`src/source/dga_pkg.sv`:
```
// Decode gate array shared definitions
// Command word layout, strobe numbering and the command decode table
`default_nettype none

package dga_pkg;

   // Command word is {csmis[1:0], cscomm[4:0]}
   localparam int cmd_w = 7;

   typedef logic [cmd_w-1:0] cmd_t;

   localparam int n_strobes = 12;

   // One bit per decoded command, active high
   typedef logic [n_strobes-1:0] strobe_vec_t;

   // Strobe positions in strobe_vec_t and in the decode tables
   localparam int iorq_idx   = 0;
   localparam int rwcs_idx   = 1;
   localparam int sioc_idx   = 2;
   localparam int clrti_idx  = 3;
   localparam int empid_idx  = 4;
   localparam int start_idx  = 5;
   localparam int ldpanc_idx = 6;
   localparam int wchim_idx  = 7;
   localparam int fetch_idx  = 8;
   localparam int write_idx  = 9;
   localparam int form_idx   = 10;
   localparam int dt_idx     = 11;

   // Match value per strobe, don't-care bits held at zero
   localparam cmd_t decode_code [n_strobes] = '{
      7'b10_11111,   // iorq
      7'b01_11110,   // rwcs
      7'b00_00111,   // sioc
      7'b00_01101,   // clrti
      7'b00_01010,   // empid
      7'b00_01011,   // start
      7'b10_00110,   // ldpanc
      7'b00_10001,   // wchim
      7'b00_10100,   // fetch
      7'b00_11010,   // write
      7'b00_10011,   // form
      7'b00_11000    // dt
   };

   // Bits that take part in each compare
   localparam cmd_t decode_mask [n_strobes] = '{
      7'b10_11111,   // iorq, csmis[0] free
      7'b11_11111,   // rwcs
      7'b00_11111,   // sioc
      7'b00_11111,   // clrti
      7'b00_11111,   // empid
      7'b00_11111,   // start
      7'b11_11111,   // ldpanc
      7'b11_11111,   // wchim
      7'b00_11100,   // fetch
      7'b00_11110,   // write
      7'b00_11111,   // form
      7'b00_11110    // dt
   };

endpackage

`default_nettype wire
```
`src/source/dga_decode_top.sv`:
```
// Internal databus command decoder, top level
// Capture stage, one decode slice per table entry, and the output drive stage
`default_nettype none

module dga_decode_top (
   input  wire        clk2,
   input  wire        rst_n,
   input  wire  [4:0] cscomm,
   input  wire  [1:0] csmis,
   input  wire        lcs_n,
   input  wire        clear,
   input  wire        eorf_n,
   input  wire        idbi5,
   input  wire        idbi7,
   output logic       iorq_n,
   output logic       rwcs_n,
   output logic       short_n,
   output logic       sioc_n,
   output logic       clrti_n,
   output logic       empid_n,
   output logic       start_n,
   output logic       ldpanc_n,
   output logic       wchim_n,
   output logic       fetch,
   output logic       write,
   output logic       form_n,
   output logic       dt_n,
   output logic       mreq,
   output logic       emcl_n,
   output logic       reset
);

   dga_pkg::cmd_t        cmd;
   logic                 cmd_valid;
   logic [1:0]           dbus_bits;
   dga_pkg::strobe_vec_t strobes;

   dga_cmd_capture u_capture (
      .clk2      (clk2),
      .rst_n     (rst_n),
      .cscomm    (cscomm),
      .csmis     (csmis),
      .lcs_n     (lcs_n),
      .clear     (clear),
      .idbi5     (idbi5),
      .idbi7     (idbi7),
      .cmd       (cmd),
      .cmd_valid (cmd_valid),
      .dbus_bits (dbus_bits)
   );

   // One slice per decode table entry
   for (genvar i = 0; i < dga_pkg::n_strobes; i++) begin : g_slice
      dga_strobe_slice #(
         .match_code (dga_pkg::decode_code[i]),
         .match_mask (dga_pkg::decode_mask[i])
      ) u_slice (
         .clk2      (clk2),
         .rst_n     (rst_n),
         .cmd       (cmd),
         .cmd_valid (cmd_valid),
         .strobe    (strobes[i])
      );
   end

   dga_signal_driver u_driver (
      .clk2      (clk2),
      .rst_n     (rst_n),
      .clear     (clear),
      .eorf_n    (eorf_n),
      .strobes   (strobes),
      .dbus_bits (dbus_bits),
      .iorq_n    (iorq_n),
      .rwcs_n    (rwcs_n),
      .short_n   (short_n),
      .sioc_n    (sioc_n),
      .clrti_n   (clrti_n),
      .empid_n   (empid_n),
      .start_n   (start_n),
      .ldpanc_n  (ldpanc_n),
      .wchim_n   (wchim_n),
      .fetch     (fetch),
      .write     (write),
      .form_n    (form_n),
      .dt_n      (dt_n),
      .mreq      (mreq),
      .emcl_n    (emcl_n),
      .reset     (reset)
   );

endmodule

`default_nettype wire

```
`src/source/dga_signal_driver.sv`:
```
// Output drive stage of the databus command decoder
// Active-low pins, memory request, end-of-field gating and the emcl/reset control latches
`default_nettype none

module dga_signal_driver (
   input  wire                  clk2,
   input  wire                  rst_n,
   input  wire                  clear,
   input  wire                  eorf_n,
   input  dga_pkg::strobe_vec_t strobes,
   input  wire  [1:0]           dbus_bits,
   output logic                 iorq_n,
   output logic                 rwcs_n,
   output logic                 short_n,
   output logic                 sioc_n,
   output logic                 clrti_n,
   output logic                 empid_n,
   output logic                 start_n,
   output logic                 ldpanc_n,
   output logic                 wchim_n,
   output logic                 fetch,
   output logic                 write,
   output logic                 form_n,
   output logic                 dt_n,
   output logic                 mreq,
   output logic                 emcl_n,
   output logic                 reset
);

   // Databus bits one stage later, in step with the strobes
   logic [1:0] dbus_bits_d;

   // End of read field, active high
   logic       eorf;

   assign eorf = ~eorf_n;

   // Plain inversions to the pins
   assign iorq_n  = ~strobes[dga_pkg::iorq_idx];
   assign rwcs_n  = ~strobes[dga_pkg::rwcs_idx];
   assign sioc_n  = ~strobes[dga_pkg::sioc_idx];
   assign clrti_n = ~strobes[dga_pkg::clrti_idx];
   assign start_n = ~strobes[dga_pkg::start_idx];
   assign wchim_n = ~strobes[dga_pkg::wchim_idx];
   assign form_n  = ~strobes[dga_pkg::form_idx];
   assign dt_n    = ~strobes[dga_pkg::dt_idx];

   // Short bus cycle for I/O and control-store access
   assign short_n = ~(strobes[dga_pkg::iorq_idx] | strobes[dga_pkg::rwcs_idx]);

   // Only active during the end of the read field
   assign empid_n  = ~(strobes[dga_pkg::empid_idx] & eorf);
   assign ldpanc_n = ~(strobes[dga_pkg::ldpanc_idx] & eorf);

   assign fetch = strobes[dga_pkg::fetch_idx];
   assign write = strobes[dga_pkg::write_idx];

   // Memory request for any memory cycle
   assign mreq = strobes[dga_pkg::fetch_idx] |
                 strobes[dga_pkg::write_idx] |
                 strobes[dga_pkg::form_idx];

   always_ff @(posedge clk2) begin
      dbus_bits_d <= dbus_bits;
   end

   // I/O control latches, loaded by sioc and dropped by clear
   always_ff @(posedge clk2 or negedge rst_n) begin
      if (!rst_n) begin
         emcl_n <= 1'b1;
         reset  <= 1'b0;
      end else if (clear) begin
         emcl_n <= 1'b1;
         reset  <= 1'b0;
      end else if (strobes[dga_pkg::sioc_idx]) begin
         // idbi5 in bit 0, idbi7 in bit 1
         emcl_n <= dbus_bits_d[0];
         reset  <= dbus_bits_d[1];
      end
   end

endmodule

`default_nettype wire

```
`src/source/dga_strobe_slice.sv`:
```
// Single command decode slice
// Masked compare against one table entry, registered as a strobe
`default_nettype none

module dga_strobe_slice #(
   parameter dga_pkg::cmd_t match_code = '0,
   parameter dga_pkg::cmd_t match_mask = '0
) (
   input  wire              clk2,
   input  wire              rst_n,
   input  dga_pkg::cmd_t    cmd,
   input  wire              cmd_valid,
   output logic             strobe
);

   logic hit;

   // Only the masked bits take part
   assign hit = ((cmd & match_mask) == (match_code & match_mask));

   always_ff @(posedge clk2 or negedge rst_n) begin
      if (!rst_n) begin
         strobe <= 1'b0;
      end else begin
         strobe <= cmd_valid & hit;
      end
   end

endmodule

`default_nettype wire

```
`src/source/dga_cmd_capture.sv`:
```
// Command capture stage
// Builds the 7-bit microcode command and its decode qualifier, with databus bits alongside
`default_nettype none

module dga_cmd_capture (
   input  wire              clk2,
   input  wire              rst_n,
   input  wire  [4:0]       cscomm,
   input  wire  [1:0]       csmis,
   input  wire              lcs_n,
   input  wire              clear,
   input  wire              idbi5,
   input  wire              idbi7,
   output dga_pkg::cmd_t    cmd,
   output logic             cmd_valid,
   output logic [1:0]       dbus_bits
);

   // Decode only outside a control-store load and while not clearing
   always_ff @(posedge clk2 or negedge rst_n) begin
      if (!rst_n) begin
         cmd_valid <= 1'b0;
      end else begin
         cmd_valid <= lcs_n & ~clear;
      end
   end

   // Command and databus payload, qualified by cmd_valid downstream
   always_ff @(posedge clk2) begin
      cmd       <= {csmis, cscomm};
      dbus_bits <= {idbi7, idbi5};
   end

endmodule

`default_nettype wire

```
`config.mk`:
```
export PLATFORM = sky130hd
export DESIGN_NAME = dga_decode_top
export DESIGN_NICKNAME = d
export VERILOG_FILES = /design/src/source/dga_pkg.sv /design/src/source/dga_decode_top.sv /design/src/source/dga_signal_driver.sv /design/src/source/dga_strobe_slice.sv /design/src/source/dga_cmd_capture.sv
export SDC_FILE = /design/constraint.sdc
export NUM_CORES = 1
export LEC_CHECK = 0
export BUFFER_PORTS_ARGS = -buffer_cell sky130_fd_sc_hd__buf_2
export CAP_MARGIN = 20
export CELL_PAD_IN_SITES_DETAIL_PLACEMENT = 0
export CELL_PAD_IN_SITES_GLOBAL_PLACEMENT = 2
export CORE_MARGIN = 2
export CORE_UTILIZATION = 29
export DETAILED_ROUTE_END_ITERATION = 8
export HOLD_SLACK_MARGIN = 0.03
export MAX_ROUTING_LAYER = met4
export PLACE_DENSITY = 0.78
export SLEW_MARGIN = 15
export SYNTH_ARGS = -nofsm -noshare
export SYNTH_HDL_FRONTEND = slang
export SYNTH_SLANG_ARGS = --single-unit
```
`constraint.sdc`:
```
create_clock -name clk2 -period 1.3 [get_ports clk2]
set_clock_uncertainty 0.1 [all_clocks]
set_input_delay 0.26 -clock clk2 [delete_from_list [all_inputs] [get_ports clk2]]
set_output_delay 0.26 -clock clk2 [all_outputs]
set_load 0.03 [all_outputs]
```
== Word-level counts from Yosys, hierarchy flattened ==
Index checks and enable logic that the tools add are counted.

* Register bits: 26
* Latch bits: 0
* Bits in writable memories: 0
* Bits in read-only memories: 0
* Input bits: 14
* Output and inout bits: 16
* Logic and storage cells: 66
* Memories kept: 0

* $add $sub $neg: 0
* Multiply operators: 0
* Divide/modulo/power cells: 0
* Magnitude comparators: 0
* Eq/ne operators: 12
* Shifts and indexed selects: 0
* Mux-type cells: 4
* Bitwise operators: 31
* Reductions and logical operators: 1

{| class="wikitable"
|+ Operator list
! cell !! number
|-
| AND 1 bit || 15
|-
| == test 5 x 4 -> 1 bit, second input constant || 3
|-
| NOT 1 bit || 13
|-
| == test 4 bit, second input constant || 2
|-
| == test 7 x 5 -> 1 bit, second input constant || 1
|-
| == test 7 x 6 -> 1 bit, second input constant || 1
|-
| == test 7 bit, second input constant || 1
|-
| == test 6 bit, second input constant || 1
|-
| == test 5 x 3 -> 1 bit, second input constant || 1
|-
| == test 5 bit, second input constant || 1
|-
| two-way mux 1 bit || 4
|-
| == test 3 bit, second input constant || 1
|-
| OR 1 bit || 3
|-
| nonzero test 2 bit || 1
|}

== Logic depth before layout (Yosys ltp) ==
Gate-level depths: netlist (run 1).

* Depth in word-level cells: 3
* Mapped depth: 2

== Hierarchy ==
A second synthesis (run 1) with hierarchy kept.

* Cell total of the unflattened synthesis: 73
* Area, all modules: 935.9 um^2

{| class="wikitable"
|+ Modules (own cells, without submodules)
! module !! instances !! cells an instance !! area an instance (um^2) !! sequential area each (um^2)
|-
| dga_cmd_capture || 1 || 11 || 219.0 || 205.2
|-
| dga_signal_driver || 1 || 22 || 187.7 || 91.3
|-
| dga_strobe_slice (g_slice[2].u_slice ...) || 3 || 3 || 46.3 || 25.0
|-
| dga_strobe_slice (g_slice[0].u_slice ...) || 2 || 4 || 40.0 || 25.0
|-
| dga_strobe_slice (g_slice[6].u_slice) || 1 || 4 || 52.6 || 25.0
|-
| dga_strobe_slice (g_slice[4].u_slice) || 1 || 3 || 48.8 || 25.0
|-
| dga_strobe_slice (g_slice[7].u_slice) || 1 || 4 || 48.8 || 25.0
|-
| dga_strobe_slice (g_slice[1].u_slice) || 1 || 4 || 46.3 || 25.0
|-
| dga_strobe_slice (g_slice[10].u_slice) || 1 || 3 || 41.3 || 25.0
|-
| dga_strobe_slice (g_slice[11].u_slice) || 1 || 3 || 37.5 || 25.0
|-
| dga_strobe_slice (g_slice[8].u_slice) || 1 || 2 || 35.0 || 25.0
|}

== Worst setup path after synthesis (run 1) ==
OpenSTA, ideal clock, no wires.

* Path kind: register to output
* From: reg g_slice[9].u_slice.strobe
* To: out mreq
* Arrival: 1.012 ns
* Slack: -0.072 ns
* Cell stages (with the launch flop): 2
* Path buffers: 0
* Path through: dfrtp_1 or3_1

* Word-level cells in the longest chain between the ends: 2

{| class="wikitable"
|+ Ends and longest elaborated chain
! element !! RTL line !! source
|-
| from (decl) || dga_strobe_slice.sv:13 || <nowiki>output logic strobe</nowiki>
|-
| from (signal assigned) || dga_strobe_slice.sv:25 || <nowiki>strobe <= cmd_valid & hit;</nowiki>
|-
| OR 1 bit || dga_signal_driver.sv:59 || <nowiki>assign mreq = strobes[dga_pkg::fetch_idx] |</nowiki>
|-
| OR 1 bit || dga_signal_driver.sv:60 || <nowiki>strobes[dga_pkg::write_idx] |</nowiki>
|-
| to (decl) || dga_decode_top.sv:28 || <nowiki>output logic mreq,</nowiki>
|}

Every way passes these cells.

== Worst setup path after layout (run 1) ==
* From: reg g_slice[10].u_slice.strobe
* To: out mreq

* Word-level cells in the longest chain between the ends: 1

{| class="wikitable"
|+ Ends and longest elaborated chain
! element !! RTL line
|-
| from (decl) || dga_strobe_slice.sv:13
|-
| from (signal assigned) || dga_strobe_slice.sv:25
|-
| OR 1 bit || dga_signal_driver.sv:60
|}

Every way passes these cells.

==> metrics.md, run 1 <==
| Metric | Value |
|---|---|
| Overall power | ~1.5 mW |
| DR iter-0 viols | 7 |
| Slowest-stage cell, CP | dfrtp_1 |
| Setup violations, final | 5 |
| Seq/Total Area, Yosys | 72.2% |
| Vias in the first global route | 548 |
| Worst Path Arrival | approximately 1200 ps |
| Die ar. | roughly 3300 um^2 |
| RSZ-0062 raised after global routing | yes |
| Final hold vios | 0 |
| VDD IR max | 0.000581 V |
| Reg power frac | 56.9% |
| Crit path buf inv count | 1 |
| Crit path max-delay family | flip-flops |
| Critical path, cell by cell | or3_4 > buf_6 |
| Final nets | between 100 and 150 |
| Power share of the clock group | approximately 36% |
| Clk Latency, worst-skew pair | between 300 and 400 ps |
| YS warnings | 0 |
| PortBufs | 29 |
| Setup crit end kind | output port |
| Largest net degree at the start of global routing | 16 |
| Area of the multi-input gates | ~210 um^2 |
| Share of layout cells above drive strength 1 | 40.5% |
| Worst slew pin tran | approximately 320 ps |
| P_int | around 1.2 mW |
| Worst slack, placed | around 11 ps |
| Routability cong. | 0.815 |
| CP startpoint kind | flop |
| Combinational power share | between 6 and 7% |
| Failing checks | negative setup slack |
| Period utilisation layout | 123% |
| Leak | between 0.5 and 0.6 nW |
| Routed vias | 621 |
| Die H | 57.4 um |
| CTS tree | built |
| Met1 WL | 583 um |
| Initial cell density of the core | between 30% and 40% |
| Synth top area share | roughly 42% |
| Post-synthesis cell area | 827 um^2 |
| Area leader, netlist | dfrtp_1 |
| Syn-to-layout area delta | 57.3% |
| Crit path kind | reg2out |
| Bufs on Longest Clock Path | 2 |
| DR DRC count | 0 |
| Final wirelength | 1400 um |
| Via density | ~4.2 |
| Psw | 0.282 mW |
| FMAX | approximately 0.62 GHz |
| Count of cell types in the netlist | 19 |
| Synthesized flop and latch total | 26 |
| CTS Buf Count | 3 |
| Slowest stage delay, CP | approximately 400 ps |
| MaxCap Viol Count | 0 |
| Min Tclk post-route | about 1600 ps |
| Die span in x | 57.4 um |
| Post-Synthesis Cells | 67 |
| I/O pin count | 30 |
| Clock root cell | clkbuf_4 |
| Synth Area per Inst | 12.3 um^2 |
| Worst setup margin | -301 ps |
| Most frequent cells in the layout | buf_2 (16), dfrtp_1 (13), dlygate4sd3_1 (11) |
| Slew Limit Fails | 0 |
| DRT antenna net count | 0 |
| Floorplan row count | 19 |
| Wirelength per Cell | 9.55 um |
| Antenna violations before repair | 0 |
| First-pass GRT wire length | between 2000 and 2500 um |
| Filler Cell Count | about 260 |
| Status | finished, violations left |
| Ranking of synthesized cells by area | dfrtp_1 (42%), dfxtp_1 (27%), nand2b_1 (5.3%) |
| Most common cell after layout, fill and taps aside | buf_2 |
| DR WL met3 | a little under 90 um |
| Crit path max fanout | 2 |
| Gr usage total | roughly a tenth |
| Met2 WL | between 600 and 700 um |
| Core outline area | ~2700 um^2 |
| Hold WC Path Type | in2reg |
| CP Data Required Time | about 940 ps |
| Grt total ovfl | 0 |
| Syn Nets | between 80 and 90 |
| Clock sinks | 26 |
| Sw Ratio | a little under a fifth |
| 1st-pass router iterations | 4 |
| Top sig layer | met4 |
| Pwr dens | between 1000 and 1500 nW/um^2 |
| Slew headroom | about 80% |
| Register Area | 603 um^2 |
| Worst-path clk slew | 130 ps |
| Antenna cells | 0 |
| Htree depth | 1 |
| Post-DP HPWL | about 1000 um |
==> state kept, by name, indices dropped and copies added, names as in the netlist <==
register	flops
g_slice.u_slice.strobe	12
u_capture.cmd	7
u_capture.cmd_valid	1
u_capture.dbus_bits	2
u_driver.dbus_bits_d	2
u_driver.emcl_n	1
u_driver.reset	1
==> cell usage after synthesis <==
cell type / instances
nor4_1: 3
or4b_1: 1
or3_1: 1
nor2b_1: 1
nor2_1: 3
nand3_1: 1
and2_1: 1
nor3_1: 6
nand2b_1: 7
inv_1: 9
dfrtp_1: 14
nor4b_1: 1
nand2_1: 3
dfstp_2: 1
or2b_1: 1
nor4_2: 1
a211o_1: 1
dfxtp_1: 11
mux2i_1: 1
==> power groups by stage <==
stage | sequential (mW) | combinational [mW] | clock, mW
after CTS | 0.841 | 0.0936 | 0.541
after detailed placement | 0.857 | 0.0657 | 0
after global placement | 0.857 | 0.0648 | 0
final | 0.841 | 0.101 | 0.536
after global routing | 0.845 | 0.111 | 0.585
after floorplan | 0.857 | 0.0283 | 0
==> layer usage <==
layer	vias up	track usage, %
li1	320	-
met3	5	1.36
met1	275	11.7
met4	0	6.98
met5	-	-
met2	21	14.1
==> per-stage QoR <==
stage               setup TNS, ps  utilization (%)  hold slack [ps]  instance area, um^2  std cells
floorplan                       0                -             -136                  833         67
CTS                          -492             45.1             70.8                 1230        144
detailed placement              0             37.2             64.2                 1020        127
global placement                0             37.2             66.7                 1020        127
finish                       -622             47.6             61.5                 1300        147
global route                -1120             47.6             52.0                 1300        147
==> repair_timing <==
action / in CTS / in global routing
pin swaps: 2 / 3
endpoints found under the setup margin: 9 / 14
setup buffers: 2 / 3
hold buffers: 11 / 0
endpoints found under the hold margin: 26 / 0
gates resized for setup: 15 / 18
==> logic make-up (layout without fill, tap and decap cells) <==
kind of cell	Yosys count	count (layout)	share of synthesized area, %
simple gates	30	30	21.5
flops	26	26	72.2
buf+inv	9	58	4.08
compound gates	1	1	1.06
mux	1	1	1.21
==> worst paths after layout <==
path                                             from                   endpoint  slack [ps]  depth (start not counted)
setup / recovery           g_slice[10].u_slice.strobe                       mreq        -300                          2
hold reg to reg                u_capture.dbus_bits[0]    u_driver.dbus_bits_d[0]         240                          0
setup reg to reg                     u_capture.cmd[1]  g_slice[7].u_slice.strobe         -20                          2
hold / removal                                  lcs_n        u_capture.cmd_valid          60                          2
max in group asynchronous                       rst_n            u_driver.emcl_n         580                          2
min in group asynchronous                       rst_n  g_slice[7].u_slice.strobe         240                          2
==> layout make-up <==
class / instances / area share (%)
Clock buffer: 3 / 1.73
Clock inverter: 1 / 2.31
Inverter: 9 / 2.60
Multi-Input combinational cell: 32 / 16.4
Sequential cell: 26 / 46.3
Tap cell: 31 / 2.98
Timing Repair Buffer: 45 / 27.6
Note: power is estimated with default switching activity, not from simulation.
==> run 2, diff against run 1 <==
--- a/config.mk
+++ b/config.mk
@@ -9,7 +9,7 @@
 export CAP_MARGIN = 20
 export CELL_PAD_IN_SITES_DETAIL_PLACEMENT = 0
 export CELL_PAD_IN_SITES_GLOBAL_PLACEMENT = 2
-export CORE_MARGIN = 2
+export CORE_MARGIN = 5
 export CORE_UTILIZATION = 29
 export DETAILED_ROUTE_END_ITERATION = 8
 export HOLD_SLACK_MARGIN = 0.03
==> metrics.md, run 2 (synthesis gave the netlist of run 1 again) <==
| Metric | Value |
|---|---|
| CP Data Required Time | 940 ps (about the same) |
| Status | finished, violations left (unchanged) |
| Wirelength per Cell | 10.0 um (was 9.55 um) |
| Most frequent cells in the layout | buf_2 (15), dfrtp_1 (13), dlygate4sd3_1 (11), buf_6 (11), dfxtp_1 (11) (was buf_2 (16), dfrtp_1 (13), dlygate4sd3_1 (11)) |
| Final hold vios | 0 (unchanged) |
| Clock root cell | clkbuf_4 (unchanged) |
| Final nets | 127 (was 131) |
| DR DRC count | 0 (unchanged) |
| DRT antenna net count | 0 (unchanged) |
| Slew Limit Fails | 0 (unchanged) |
| Routed vias | 583 (was 621) |
| Min Tclk post-route | 1600 ps (about the same) |
| Filler Cell Count | 259 (was 257) |
| Largest register FFs | 12 (unchanged) |
| I/O pin count | 30 (unchanged) |
| Failing checks | negative setup slack (unchanged) |
| Largest regs | g_slice.u_slice.strobe (12), u_capture.cmd (7) (unchanged) |
| Core outline area | 2730 um^2 (unchanged) |
| Die H | 63.4 um (was 57.4 um) |
| Pwr dens | 1020 nW/um^2 (was 1140 nW/um^2) |
| Clock sinks | 26 (unchanged) |
| Floorplan row count | 19 (unchanged) |
| Routability cong. | 0.883 (was 0.815) |
| Syn-to-layout area delta | 49.6% (was 57.3%) |
| Leak | 0.555 nW (was 0.591 nW) |
| Grt total ovfl | 0 (unchanged) |
| Worst-path clk slew | 120 ps (was 130 ps) |
| CTS Buf Count | 3 (unchanged) |
| CP startpoint kind | flop (unchanged) |
| Clk Latency, worst-skew pair | 310 ps (was 320 ps) |
| Worst setup margin | -299 ps (was -301 ps) |
| Post-DP HPWL | 1090 um (was 1020 um) |
| Vias in the first global route | 574 (was 548) |
| Gr usage total | 8.48% (was 9.49%) |
| Antenna cells | 0 (unchanged) |
| Post-Route Utilization | 45.3% (was 47.6%) |
| 1st-pass router iterations | 4 (unchanged) |
| MaxCap Viol Count | 0 (unchanged) |
| Overall power | 1.26 mW (was 1.48 mW) |
| Die ar. | 4020 um^2 (was 3290 um^2) |
| Largest net degree at the start of global routing | 16 (unchanged) |
| Period utilisation layout | 123% (about the same) |
| Initial cell density of the core | 30.3% (unchanged) |
| CTS tree | built (unchanged) |
| Setup crit end kind | output port (unchanged) |
| VDD IR max | 0.000424 V (was 0.000581 V) |
| PortBufs | 29 (unchanged) |
| Final wirelength | 1430 um (was 1400 um) |
| Htree depth | 1 (unchanged) |
| FMAX | 0.625 GHz (about the same) |
| Antenna violations before repair | 0 (unchanged) |
| Worst slack, placed | 13.1 ps (was 11.2 ps) |
| Crit path max fanout | 2 (unchanged) |
| Bufs on Longest Clock Path | 2 (unchanged) |
| Slew headroom | 79.6% (was 78.6%) |
| Most flop-heavy register | g_slice.u_slice.strobe (unchanged) |
| Crit path kind | reg2out (unchanged) |
| Setup violations, final | 3 (was 5) |
| Worst slew pin tran | 306 ps (was 317 ps) |
| Share of layout cells above drive strength 1 | 34.8% (was 40.5%) |
| Worst Path Arrival | 1240 ps (about the same) |
| Die span in x | 63.4 um (was 57.4 um) |
| Hold WC Path Type | in2reg (unchanged) |
| Via density | 4.08 (was 4.22) |
| Most common cell after layout, fill and taps aside | buf_2 (unchanged) |
| DR iter-0 viols | 10 (was 7) |
| First-pass GRT wire length | 2570 um (was 2280 um) |
| RSZ-0062 raised after global routing | yes (unchanged) |
[run 2: changes by cell type in the layout (fill, tap and decap cells not counted), sizes merged]
cell	delta
buf	-4
bufinv	-1
clkbuf	+1
[run 2: area by class of cell]
type / instances / area, um^2 / share of cell area (%)
clock buffers: 4 / 26.3 / 2.12
inverters: 9 / 33.8 / 2.73
multi-input cells: 32 / 201 / 16.3
flip-flops and latches: 26 / 598 / 48.3
well taps: 31 / 38.8 / 3.13
repair buffers: 41 / 339 / 27.4
[run 2: final timing paths]
kind	from	to	slack (ps)	cells past startpoint
worst max-delay path	g_slice[9].u_slice.strobe	mreq	-300	2
worst min-delay path	lcs_n	u_capture.cmd_valid	70	2
worst max register to register	u_capture.cmd[1]	g_slice[7].u_slice.strobe	60	2
worst min register to register	u_capture.dbus_bits[0]	u_driver.dbus_bits_d[0]	250	0
max in group asynchronous	rst_n	u_driver.emcl_n	560	2
min in group asynchronous	rst_n	g_slice[7].u_slice.strobe	250	2
[run 2: metal layers]
layer / wire [um] / global-route usage [%]
met1: 622 / 10.1
met3: 81 / 1.60
met4: 69 / 8.57
met2: 657 / 11.5
met5: 0 / -
[run 2: stage by stage]
step / area [um^2] / instances / TNS (ps) / hold slack, ps
finish: 1240 / 143 / -388 / 65.9
CTS: 1190 / 143 / -430 / 70.3
floorplan: 833 / 67 / 0 / -136
global route: 1240 / 143 / -769 / 52.7
detailed placement: 1020 / 127 / 0 / 67.9
global placement: 1020 / 127 / 0 / 66.5
[run 2: where the power goes]
group | internal (mW) | leakage (nW) | total [mW] | switching, mW
logic | 0.0528 | 0.244 | 0.0930 | 0.0401
clock network | 0.120 | 0.0150 | 0.331 | 0.211
registers | 0.826 | 0.296 | 0.841 | 0.0144
[run 2: critical path, stage by stage (launching register included)]
cell and delay [ps]:
dfrtp_2 420, or3_4 360, buf_6 140
[run 2: timing repair]
item | in CTS | in global routing
setup buffers | 1 | 0
pin swaps | 1 | 0
gates resized for setup | 13 | 19
hold buffers | 11 | 0
setup endpoints to repair | 9 | 16
endpoints found under the hold margin | 26 | 0
